<file path="config.mk">
export PLATFORM = sky130hd
export DESIGN_NAME = power2round_top
export DESIGN_NICKNAME = d
export VERILOG_FILES = /design/src/p2r_pkg.sv /design/src/p2r_stream_if.sv /design/src/coeff_mem.sv /design/src/power2round_unit.sv /design/src/sk_packer.sv /design/src/pk_packer.sv /design/src/power2round_ctrl.sv /design/src/power2round_top.sv
export SDC_FILE = /design/constraint.sdc
export NUM_CORES = 1
export LEC_CHECK = 0
export BUFFER_PORTS_ARGS = -buffer_cell sky130_fd_sc_hd__buf_2
export CORE_MARGIN = 5
export CORE_UTILIZATION = 45
export DETAILED_ROUTE_END_ITERATION = 16
export MAX_ROUTING_LAYER = met4
export SLEW_MARGIN = 0
export SYNTH_ARGS = -nofsm -noshare
export SYNTH_HDL_FRONTEND = slang
export SYNTH_HIERARCHICAL = 1
export SYNTH_SLANG_ARGS = --single-unit
</file>
<file path="constraint.sdc">
create_clock -name clk -period 5.65 [get_ports clk]
set_input_delay 0.8475 -clock clk [delete_from_list [all_inputs] [get_ports clk]]
set_output_delay 0.8475 -clock clk [all_outputs]
set_load 0.02 [all_outputs]
</file>
<file path="src/p2r_pkg.sv">
// power2round constants and types; sizes are fixed here, all memories start at address 0
`default_nettype none

package p2r_pkg;

    // ------------------------------------------------------------------
    // arithmetic constants
    // ------------------------------------------------------------------
    localparam int Q        = 8380417;
    localparam int D        = 13;
    localparam int COEFF_W  = $clog2(Q);
    // widest t1 comes from q - 1
    localparam int T1_W     = $clog2(((Q - 1) >> D) + 1);
    // centring bound for t0, half of 2^D
    localparam int T0_BOUND = 1 << (D - 1);

    // ------------------------------------------------------------------
    // sizes of one run
    // ------------------------------------------------------------------
    localparam int NUM_COEFF    = 32;
    localparam int SK_PER_WORD  = 2;
    localparam int PK_PER_WORD  = 4;
    localparam int SK_WORDS     = NUM_COEFF / SK_PER_WORD;
    localparam int PK_WORDS     = NUM_COEFF / PK_PER_WORD;
    // memory read, unit register, packer write
    localparam int DRAIN_CYCLES = 3;

    typedef logic [COEFF_W-1:0]                coeff_t;
    typedef logic [$clog2(NUM_COEFF)-1:0]      coeff_addr_t;
    typedef logic [T1_W-1:0]                   t1_t;
    typedef logic [D-1:0]                      t0_enc_t;
    // lower-indexed coefficient in the low bits
    typedef logic [SK_PER_WORD*D-1:0]          sk_word_t;
    typedef logic [$clog2(SK_WORDS)-1:0]       sk_addr_t;
    typedef logic [PK_PER_WORD*T1_W-1:0]       pk_word_t;
    typedef logic [$clog2(PK_WORDS)-1:0]       pk_addr_t;

    typedef enum logic [1:0] {
        IDLE,
        READ,
        DRAIN,
        ACK
    } ctrl_state_t;

endpackage

`default_nettype wire

</file>
<file path="src/p2r_stream_if.sv">
// split coefficient stream without back-pressure; every sink must accept each valid beat
`timescale 1ns/1ns
`default_nettype none

interface p2r_stream_if;

    import p2r_pkg::*;

    // one split coefficient per beat
    logic    valid;
    // set on coefficient 0 of a run
    logic    first;
    t1_t     t1;
    t0_enc_t t0_enc;

    modport source (
        output valid,
        output first,
        output t1,
        output t0_enc
    );

    // both packers listen in parallel
    modport sink (
        input valid,
        input first,
        input t1,
        input t0_enc
    );

endinterface

`default_nettype wire

</file>
<file path="src/coeff_mem.sv">
// coefficient RAM without reset; contents are undefined until loaded, read data lags rd_en by one clock
`timescale 1ns/1ns
`default_nettype none

module coeff_mem (
    input  wire                  clk,
    input  wire                  load_en,
    input  wire p2r_pkg::coeff_addr_t load_addr,
    input  wire p2r_pkg::coeff_t load_data,
    input  wire                  rd_en,
    input  wire p2r_pkg::coeff_addr_t rd_addr,
    output p2r_pkg::coeff_t      rd_data
);

    import p2r_pkg::*;

    coeff_t mem [NUM_COEFF];

    // write port, driven from the top level
    always_ff @(posedge clk) begin
        if (load_en) begin
            mem[load_addr] <= load_data;
        end
    end

    // registered read for the controller
    always_ff @(posedge clk) begin
        if (rd_en) begin
            rd_data <= mem[rd_addr];
        end
    end

endmodule

`default_nettype wire

</file>
<file path="src/power2round_unit.sv">
// one coefficient per clock, input must already be reduced below q; outputs lag in_valid by one clock
`timescale 1ns/1ns
`default_nettype none

module power2round_unit (
    input  wire                  clk,
    input  wire                  reset_n,
    input  wire                  in_valid,
    input  wire                  in_first,
    input  wire p2r_pkg::coeff_t coeff,
    p2r_stream_if.source         out_stream
);

    import p2r_pkg::*;

    t0_enc_t low;
    logic    carry;

    // low D bits, centred range is -4095..4096
    assign low   = coeff[D-1:0];
    // above the bound t0 goes negative and t1 picks up one
    assign carry = (low > t0_enc_t'(T0_BOUND));

    always_ff @(posedge clk or negedge reset_n) begin
        if (!reset_n) begin
            out_stream.valid <= 1'b0;
            out_stream.first <= 1'b0;
        end else begin
            out_stream.valid <= in_valid;
            out_stream.first <= in_valid & in_first;
        end
    end

    // ------------------------------------------------------------------
    // payload
    // ------------------------------------------------------------------
    // 4096 - t0 taken mod 2^D gives the same code for both branches
    always_ff @(posedge clk) begin
        if (in_valid) begin
            out_stream.t1     <= t1_t'(coeff[COEFF_W-1:D]) + t1_t'(carry);
            out_stream.t0_enc <= t0_enc_t'(T0_BOUND) - low;
        end
    end

endmodule

`default_nettype wire

</file>
<file path="src/sk_packer.sv">
// secret-key word store; zeroize clears lane and address but keeps the stored words
`timescale 1ns/1ns
`default_nettype none

module sk_packer (
    input  wire                   clk,
    input  wire                   reset_n,
    input  wire                   zeroize,
    p2r_stream_if.sink            in_stream,
    input  wire p2r_pkg::sk_addr_t rd_addr,
    output p2r_pkg::sk_word_t     rd_data
);

    import p2r_pkg::*;

    logic     lane;
    sk_addr_t wr_addr;
    t0_enc_t  hold;
    sk_word_t mem [SK_WORDS];

    logic     cur_lane;
    sk_addr_t cur_addr;
    logic     wr_en;

    // first restarts the word and the address
    assign cur_lane = in_stream.first ? 1'b0 : lane;
    assign cur_addr = in_stream.first ? '0 : wr_addr;
    // word completes on the last lane
    assign wr_en    = in_stream.valid && !zeroize && (cur_lane == 1'(SK_PER_WORD - 1));

    // ------------------------------------------------------------------
    // lane and address counters
    // ------------------------------------------------------------------
    always_ff @(posedge clk or negedge reset_n) begin
        if (!reset_n) begin
            lane    <= 1'b0;
            wr_addr <= '0;
        end else if (zeroize) begin
            lane    <= 1'b0;
            wr_addr <= '0;
        end else if (in_stream.valid) begin
            if (wr_en) begin
                lane    <= 1'b0;
                wr_addr <= cur_addr + 1'b1;
            end else begin
                lane    <= cur_lane + 1'b1;
                wr_addr <= cur_addr;
            end
        end
    end

    // pending even coefficient
    always_ff @(posedge clk) begin
        if (in_stream.valid && !wr_en) begin
            hold <= in_stream.t0_enc;
        end
    end

    // ------------------------------------------------------------------
    // storage and readback
    // ------------------------------------------------------------------
    always_ff @(posedge clk) begin
        if (wr_en) begin
            mem[cur_addr] <= {in_stream.t0_enc, hold};
        end
    end

    always_ff @(posedge clk) begin
        rd_data <= mem[rd_addr];
    end

endmodule

`default_nettype wire

</file>
<file path="src/pk_packer.sv">
// public-key word store of four t1 values; zeroize clears lane and address but keeps the stored words
`timescale 1ns/1ns
`default_nettype none

module pk_packer (
    input  wire                   clk,
    input  wire                   reset_n,
    input  wire                   zeroize,
    p2r_stream_if.sink            in_stream,
    input  wire p2r_pkg::pk_addr_t rd_addr,
    output p2r_pkg::pk_word_t     rd_data
);

    import p2r_pkg::*;

    logic [1:0] lane;
    pk_addr_t   wr_addr;
    t1_t        hold [PK_PER_WORD-1];
    pk_word_t   mem [PK_WORDS];

    logic [1:0] cur_lane;
    pk_addr_t   cur_addr;
    logic       wr_en;

    assign cur_lane = in_stream.first ? 2'd0 : lane;
    assign cur_addr = in_stream.first ? '0 : wr_addr;
    // fourth lane closes the word
    assign wr_en    = in_stream.valid && !zeroize && (cur_lane == 2'(PK_PER_WORD - 1));

    // ------------------------------------------------------------------
    // lane and address counters
    // ------------------------------------------------------------------
    always_ff @(posedge clk or negedge reset_n) begin
        if (!reset_n) begin
            lane    <= 2'd0;
            wr_addr <= '0;
        end else if (zeroize) begin
            lane    <= 2'd0;
            wr_addr <= '0;
        end else if (in_stream.valid) begin
            if (wr_en) begin
                lane    <= 2'd0;
                wr_addr <= cur_addr + 1'b1;
            end else begin
                lane    <= cur_lane + 2'd1;
                wr_addr <= cur_addr;
            end
        end
    end

    // lanes 0..2 wait here for the fourth
    always_ff @(posedge clk) begin
        if (in_stream.valid && !wr_en) begin
            hold[cur_lane] <= in_stream.t1;
        end
    end

    // ------------------------------------------------------------------
    // storage and readback
    // ------------------------------------------------------------------
    // lowest coefficient lands in bits 9..0
    always_ff @(posedge clk) begin
        if (wr_en) begin
            mem[cur_addr] <= {in_stream.t1, hold[2], hold[1], hold[0]};
        end
    end

    always_ff @(posedge clk) begin
        rd_data <= mem[rd_addr];
    end

endmodule

`default_nettype wire

</file>
<file path="src/power2round_ctrl.sv">
// four-phase req/ack control; a new req is taken only once ack is low, zeroize aborts the run
`timescale 1ns/1ns
`default_nettype none

module power2round_ctrl (
    input  wire                    clk,
    input  wire                    reset_n,
    input  wire                    zeroize,
    input  wire                    req,
    output logic                   ack,
    output logic                   rd_en,
    output p2r_pkg::coeff_addr_t   rd_addr,
    output logic                   unit_valid,
    output logic                   unit_first
);

    import p2r_pkg::*;

    ctrl_state_t state;
    ctrl_state_t state_nxt;
    coeff_addr_t addr;
    logic [1:0]  drain_cnt;
    logic        last_addr;
    logic        drain_done;

    assign last_addr  = (addr == coeff_addr_t'(NUM_COEFF - 1));
    assign drain_done = (drain_cnt == 2'(DRAIN_CYCLES - 1));

    // ------------------------------------------------------------------
    // state machine
    // ------------------------------------------------------------------
    always_comb begin
        state_nxt = state;
        case (state)
            IDLE: begin
                // ack still high means the last handshake has not closed
                if (req && !ack) begin
                    state_nxt = READ;
                end
            end
            READ: begin
                if (last_addr) begin
                    state_nxt = DRAIN;
                end
            end
            DRAIN: begin
                if (drain_done) begin
                    state_nxt = ACK;
                end
            end
            ACK: begin
                if (!req) begin
                    state_nxt = IDLE;
                end
            end
            default: state_nxt = IDLE;
        endcase
    end

    always_ff @(posedge clk or negedge reset_n) begin
        if (!reset_n) begin
            state <= IDLE;
        end else if (zeroize) begin
            state <= IDLE;
        end else begin
            state <= state_nxt;
        end
    end

    // ------------------------------------------------------------------
    // counters, pipeline alignment and ack
    // ------------------------------------------------------------------
    // address wraps back to 0 after the last read
    always_ff @(posedge clk or negedge reset_n) begin
        if (!reset_n) begin
            addr       <= '0;
            drain_cnt  <= 2'd0;
            unit_valid <= 1'b0;
            unit_first <= 1'b0;
            ack        <= 1'b0;
        end else if (zeroize) begin
            addr       <= '0;
            drain_cnt  <= 2'd0;
            unit_valid <= 1'b0;
            unit_first <= 1'b0;
            ack        <= 1'b0;
        end else begin
            addr       <= (state == READ) ? addr + 1'b1 : '0;
            drain_cnt  <= (state == DRAIN) ? drain_cnt + 2'd1 : 2'd0;
            // line up with the memory read data
            unit_valid <= rd_en;
            unit_first <= rd_en && (addr == '0);
            ack        <= (state == ACK);
        end
    end

    assign rd_en   = (state == READ);
    assign rd_addr = addr;

endmodule

`default_nettype wire

</file>
<file path="src/power2round_top.sv">
// power2round top; load and readback ports are only meaningful while no run is in progress
`timescale 1ns/1ns
`default_nettype none

module power2round_top (
    input  wire                        clk,
    input  wire                        reset_n,
    input  wire                        zeroize,
    input  wire                        req,
    output logic                       ack,
    input  wire                        load_en,
    input  wire p2r_pkg::coeff_addr_t  load_addr,
    input  wire p2r_pkg::coeff_t       load_data,
    input  wire p2r_pkg::sk_addr_t     sk_rd_addr,
    output p2r_pkg::sk_word_t          sk_rd_data,
    input  wire p2r_pkg::pk_addr_t     pk_rd_addr,
    output p2r_pkg::pk_word_t          pk_rd_data
);

    import p2r_pkg::*;

    logic        rd_en;
    coeff_addr_t rd_addr;
    coeff_t      rd_data;
    logic        unit_valid;
    logic        unit_first;

    p2r_stream_if split_stream ();

    power2round_ctrl i_ctrl (
        .clk        (clk),
        .reset_n    (reset_n),
        .zeroize    (zeroize),
        .req        (req),
        .ack        (ack),
        .rd_en      (rd_en),
        .rd_addr    (rd_addr),
        .unit_valid (unit_valid),
        .unit_first (unit_first)
    );

    coeff_mem i_coeff_mem (
        .clk       (clk),
        .load_en   (load_en),
        .load_addr (load_addr),
        .load_data (load_data),
        .rd_en     (rd_en),
        .rd_addr   (rd_addr),
        .rd_data   (rd_data)
    );

    power2round_unit i_unit (
        .clk        (clk),
        .reset_n    (reset_n),
        .in_valid   (unit_valid),
        .in_first   (unit_first),
        .coeff      (rd_data),
        .out_stream (split_stream)
    );

    // both packers take the same stream
    sk_packer i_sk_packer (
        .clk       (clk),
        .reset_n   (reset_n),
        .zeroize   (zeroize),
        .in_stream (split_stream),
        .rd_addr   (sk_rd_addr),
        .rd_data   (sk_rd_data)
    );

    pk_packer i_pk_packer (
        .clk       (clk),
        .reset_n   (reset_n),
        .zeroize   (zeroize),
        .in_stream (split_stream),
        .rd_addr   (pk_rd_addr),
        .rd_data   (pk_rd_data)
    );

endmodule

`default_nettype wire

</file>
# Yosys cells after proc, flatten, opt, wreduce, memory -nomap -nowiden
# Memories as Yosys holds them, arrays and structs flattened. A register that Yosys moved wholly into a read port is not among the register bits.
# Cells that the tools add are included.
[op_classes]
add_sub_neg = 8
mul = 0
div_mod_pow = 0
magnitude_cmp = 1
eq_ne = 10
n_shift = 0
mux = 37
bitwise_logic = 1
reduce_logical = 15
[ops]
columns = ["op", "n"]
rows = [
  ["2-to-1 mux 2 bit", 11],
  ["2-to-1 mux 4 bit", 4],
  ["2-to-1 mux 1 bit", 15],
  ["greater-than comparator 13 bit (second input constant)", 1],
  ["subtractor 13 bit (first input constant)", 1],
  ["2-to-1 mux 3 bit", 4],
  ["adder 10 x 1 -> 10 bit", 1],
  ["2-to-1 mux 5 bit", 2],
  ["equality test 2 bit (second input constant)", 4],
  ["case mux 2 bit (4 select lines)", 1],
  ["logical AND 1 bit", 7],
  ["inequality test 3 x 2 -> 1 bit (second input constant)", 2],
  ["inequality test 3 bit (second input constant)", 2],
  ["adder 5 x 1 -> 5 bit (second input constant)", 1],
  ["equality test 5 bit (second input constant)", 1],
  ["zero test 5 bit", 1],
  ["adder 2 x 1 -> 2 bit (second input constant)", 2],
  ["adder 4 x 1 -> 4 bit (second input constant)", 1],
  ["zero test 1 bit", 4],
  ["AND reduction 4 bit", 1],
  ["adder 3 x 1 -> 3 bit (second input constant)", 1],
  ["equality test 2 x 1 -> 1 bit (second input constant)", 1],
  ["zero test 2 bit", 1],
  ["nonzero test 2 bit", 1],
  ["other kinds (2)", 2],
]
[word_totals]
reg_bits = 60
latchBits = 0
ram_bits = 1502
mem_bits_ro = 0
input_bits = 40
output_inout_bits = 67
elab_cells = 91
n_memories = 4
[memory_table]
columns = ["memory", "words", "word_bits", "rd", "rd_clocked_by_memory_dff", "write_ports", "line_no", "source"]
rows = [
  ["i_coeff_mem.mem", 32, 23, 1, 1, 1, "coeff_mem.sv:17", "coeff_t mem [NUM_COEFF];"],
  ["i_sk_packer.mem", 16, 26, 1, 1, 1, "sk_packer.sv:19", "sk_word_t mem [SK_WORDS];"],
  ["i_pk_packer.mem", 8, 40, 1, 1, 1, "pk_packer.sv:19", "pk_word_t mem [PK_WORDS];"],
  ["i_pk_packer.hold", 3, 10, 3, 0, 1, "pk_packer.sv:18", "t1_t hold [PK_PER_WORD-1];"],
]

# Longest topological paths before layout
[logic_depth]
depth_word = 7
mapped_depth = 8

# Hierarchy
# The synthesis kept the hierarchy.
[modules_own_cells]
columns = ["module", "instances", "cells_each", "area_each_um2", "seq_area_each_um2"]
rows = [
  ["coeff_mem", 1, 1619, 29473.3, 22791.9],
  ["sk_packer", 1, 737, 17061.4, 13528.0],
  ["pk_packer", 1, 583, 14365.0, 11436.0],
  ["power2round_unit", 1, 77, 1137.3, 740.7],
  ["power2round_ctrl", 1, 58, 615.6, 300.3],
]

# Least setup slack after synthesis
# Ideal clock, no wire load.
[synth_timing]
path_type = "input to register"
from = "input zeroize"
to = "memory i_pk_packer/mem[0][0] (netlist name) (enable)"
setup_ns = 0.487
arrival_ns = 4.096
setup_slack_ns = 1.067
path_stages = 2
cell_sequence = "or3_1 nor3_1"
[synth_between]
elab_chain_len = 5
[synth_lines]
columns = ["item", "line_no", "source"]
rows = [
  ["start, declared", "power2round_top.sv:8", "input wire zeroize,"],
  ["zero test 1 bit", "pk_packer.sv:28", "assign wr_en = in_stream.valid && !zeroize && (cur_lane == 2'(PK_PER_WORD - 1));"],
  ["logical AND 1 bit (2 in series)", "pk_packer.sv:28", ""],
  ["2-to-1 mux 1 bit", "pk_packer.sv:63", "if (wr_en) begin"],
  ["2-to-1 mux 1 bit (implied by the code)", "pk_packer.sv:64", "mem[cur_addr] <= {in_stream.t1, hold[2], hold[1], hold[0]};"],
  ["end, declared", "pk_packer.sv:19", ""],
]
# Every way passes these cells.

# Final worst setup path
[layout_timing]
from = "register i_unit.out_stream.valid"
to = "memory i_pk_packer/mem[6][25] (netlist name) (enable)"
[layout_between]
elab_chain_len = 4
[layout_lines]
columns = ["item", "line_no", "source"]
rows = [
  ["start, declared", "p2r_stream_if.sv:17", "output valid,"],
  ["start signal, assigned", "power2round_unit.sv:29", "out_stream.valid <= in_valid;"],
  ["logical AND 1 bit (2 in series)", "pk_packer.sv:28", ""],
  ["2-to-1 mux 1 bit", "pk_packer.sv:63", ""],
  ["2-to-1 mux 1 bit (implied by the code)", "pk_packer.sv:64", ""],
]
# Every way passes these cells.

==> metrics <==
Via Count=29500; RSZ-0062 raised after global routing=no; number of H-tree levels=4; number of synthesized flops with an enable pin=1561; CP max-delay cell=nor2_4; CTS sink cnt=1651; area grow syn2layout=13.1%; Fin. Hold Viols=0; Clk Latency, worst-skew pair=770 ps; Worst R2R Setup Slack=2490 ps; GPL Wtd Cong=0.789; Syn Inst Count=3074; DRC=0; total core area=139000 um^2; crit path cell chain=nand4b_1, or4b_1, nor2_4, buf_4; largest net degree at the start of global routing=95; initial antenna violation count=11; Vias/cell=5.57; Data required, critical path=6090 ps; Final min period=3160 ps; post-DR wirelength/cell=25.0 um; Yosys Warn Count=6; Final Cycle Share=55.9%; Mean Syn Cell Area=20.4 um^2; Max Slew Vio Count=0; drt initial violations=2351; Buf/Inv on CP=1; Resized Gates After CTS=0; Die W=383 um; Seq/Total Area, Yosys=77.9%; R2R depth=4; HPWL Detailed=74000 um; maxcap violations=0; worst hold slack=68.6 ps; Clock transition at path regs=60 ps; Area contributors post-synth=edfxtp_1, mux2i_1, mux4_1; Fmax=0.317 GHz; CTS Hold Bufs=0; Crit Path Class=flip-flop to flip-flop; share of layout cells above drive strength 1=17.8%; reg-to-reg endpoint=i_pk_packer/mem[6][25]$_DFFE_PP_; antenna-violating nets left=0; post-layout net count=3318; CP top delay family=simple AND/OR/NAND/NOR gates; CTS buffer count=168; clk_skew=20.5 ps; WP data arrival=3600 ps; CP endpoint kind=flip-flop; DRT Pass-1 Iters=5; top_reg_cell synth=edfxtp_1; Initial Util=45.1%; io pins=107; Leak=22.5 nW; wirelength, routed=132000 um; Setup crit start kind=flip-flop; clock buffer depth=3; Filler cells=10900; Port-buffer cells=106; Synth Net Count=3126; Post CTS Setup Buffer Count=0; Overflow after GRT=0; fraction of registers with async set/reset=1.45%; reg2reg start=i_unit/out_stream.valid$_DFF_PN0_; std cell rows=137; post-synth cell types=59; Tightest Pin Transition=1220 ps; CTS root buf=clkbuf_16; gr usage total=18.5%; Die Y=383 um; Fin Setup TNS=0 ps; Yosys reg bits=1651; global-route wire length before repair=196000 um; run status=complete, no violations; crit path from=i_unit/out_stream.valid$_DFF_PN0_; Cell Area, Synth=62700 um^2; share of Yosys cell area claimed by the top area cell type=74.8%; worst rel slew slack=19.0%; post-synth top area cell=edfxtp_1; Pwr Density=378 nW/um^2; Peak VDD IR=0.320 mV; die area=147000 um^2; slowest cell delay on critical path=800 ps; setup violators final=0; vias in the first global route=30200; class of the worst hold path=primary input to async pin; worst-path maximum fanout=26; CTS tree=done
[where the power goes]
part | leakage [nW] | internal, W | switching (W)
combinational | 4.92 | 0.000727 | 0.00102
clock | 2.66 | 0.00639 | 0.00445
sequential | 14.9 | 0.0138 | 0.000416
total | 22.5 | 0.0209 | 0.00589
[cells by family (layout without fill, tap and decap cells)]
family          Yosys count  after routing  share of synthesized area (%)
buf+inv                 171            506                           1.77
fa+ha+maj                12             12                          0.240
simple gates            345            345                           2.72
flops                  1651           1651                           77.9
xor+xnor                 20             20                          0.280
compound gates          282            282                           3.22
mux                     593            593                           13.9
other cells               0              3                              0
[cells in the final DEF, fill, tap and decap left out, types with 6 or more instances in the layout]
cell type	count
dfxtp_1	66
inv_1	12
nor2_1	21
clkbuf_1	46
buf_12	6
a22oi_1	144
nand2_1	90
nand2b_1	13
clkbuf_8	9
a31oi_1	23
clkinvlp_4	6
mux4_1	108
nand3_1	59
xnor2_1	13
mux4_2	76
buf_4	70
nor3_2	7
edfxtp_1	1561
clkbuf_16	173
nor2_4	18
mux2i_1	368
xor2_1	7
nor3_1	28
bufinv_16	14
buf_2	103
a21oi_1	50
nand3b_1	8
dfrtp_1	23
clkinv_2	26
ha_1	12
clkinv_1	31
a22o_1	47
nor2_2	33
mux2_2	41
nand4_1	27
[how the worst max path moves through the flow]
stage               cells after the start                          endpoint  slack (ps)
finish                                  4  i_pk_packer/mem[6][25]$_DFFE_PP_        2490
global route                            4  i_pk_packer/mem[6][37]$_DFFE_PP_        2320
CTS                                     4  i_pk_packer/mem[6][31]$_DFFE_PP_        2460
detailed placement                      6  i_sk_packer/mem[0][10]$_DFFE_PP_        2100
global placement                        6  i_sk_packer/mem[0][10]$_DFFE_PP_        2120
floorplan                               2   i_pk_packer/mem[0][0]$_DFFE_PP_        1070
[area by class of cell]
type / instances / area [um^2] / area share, %
multi-input combinational: 1252 / 13000 / 18.4
tap: 1876 / 2350 / 3.31
timing repair buffer: 180 / 1170 / 1.65
sequential: 1651 / 48800 / 68.9
clock buffer: 228 / 4630 / 6.53
antenna: 3 / 7.51 / 0.0106
clock inverter: 85 / 837 / 1.18
inverter: 13 / 48.8 / 0.0689
[per-stage QoR]
stage               cell area [um^2]  total power, W  setup WS (ps)  std cells  utilization (%)
floorplan                      62700          0.0156           1070       3074                -
global placement               65400          0.0162           2120       4972             47.0
detailed placement             65400          0.0162           2100       4972             47.0
CTS                            70900          0.0271           2460       5285             51.0
global route                   70900          0.0278           2320       5287             51.0
finish                         70900          0.0268           2490       5288             51.0
[synth_stat cells (12+ instances only)]
library cell and number:
edfxtp_1 1561, dfrtp_1 24, mux2_2 41, a22o_1 47, xnor2_1 13, nor2_1 72, dfxtp_1 66, nand2_1 90
clkbuf_1 57, a31oi_1 23, mux4_2 76, a21oi_1 50, buf_2 35, buf_6 21, nand3_1 59, nand4_1 27
nand2b_1 13, nor3_1 35, mux2i_1 368, mux4_1 108, ha_1 12, inv_1 12, buf_4 26, a22oi_1 144
[sequential cells by signal (all words and copies together), names as in the netlist, 23 cells and up]
signal,flops
i_sk_packer/rd_data,26
i_sk_packer/mem,416
i_pk_packer/mem,320
i_coeff_mem/mem,736
i_pk_packer/hold,30
i_coeff_mem/rd_data,23
i_pk_packer/rd_data,40
[routing by layer]
metal	wire (um)	vias up	track usage (%)	share of wire, %
met5	0	-	-	0
met4	3490	0	5.64	2.6
met3	7550	225	3.24	5.7
met2	65600	834	29.9	50
met1	55700	15400	24.2	42
li1	-	13000	-	-
Power figures use the tool's default switching activity.
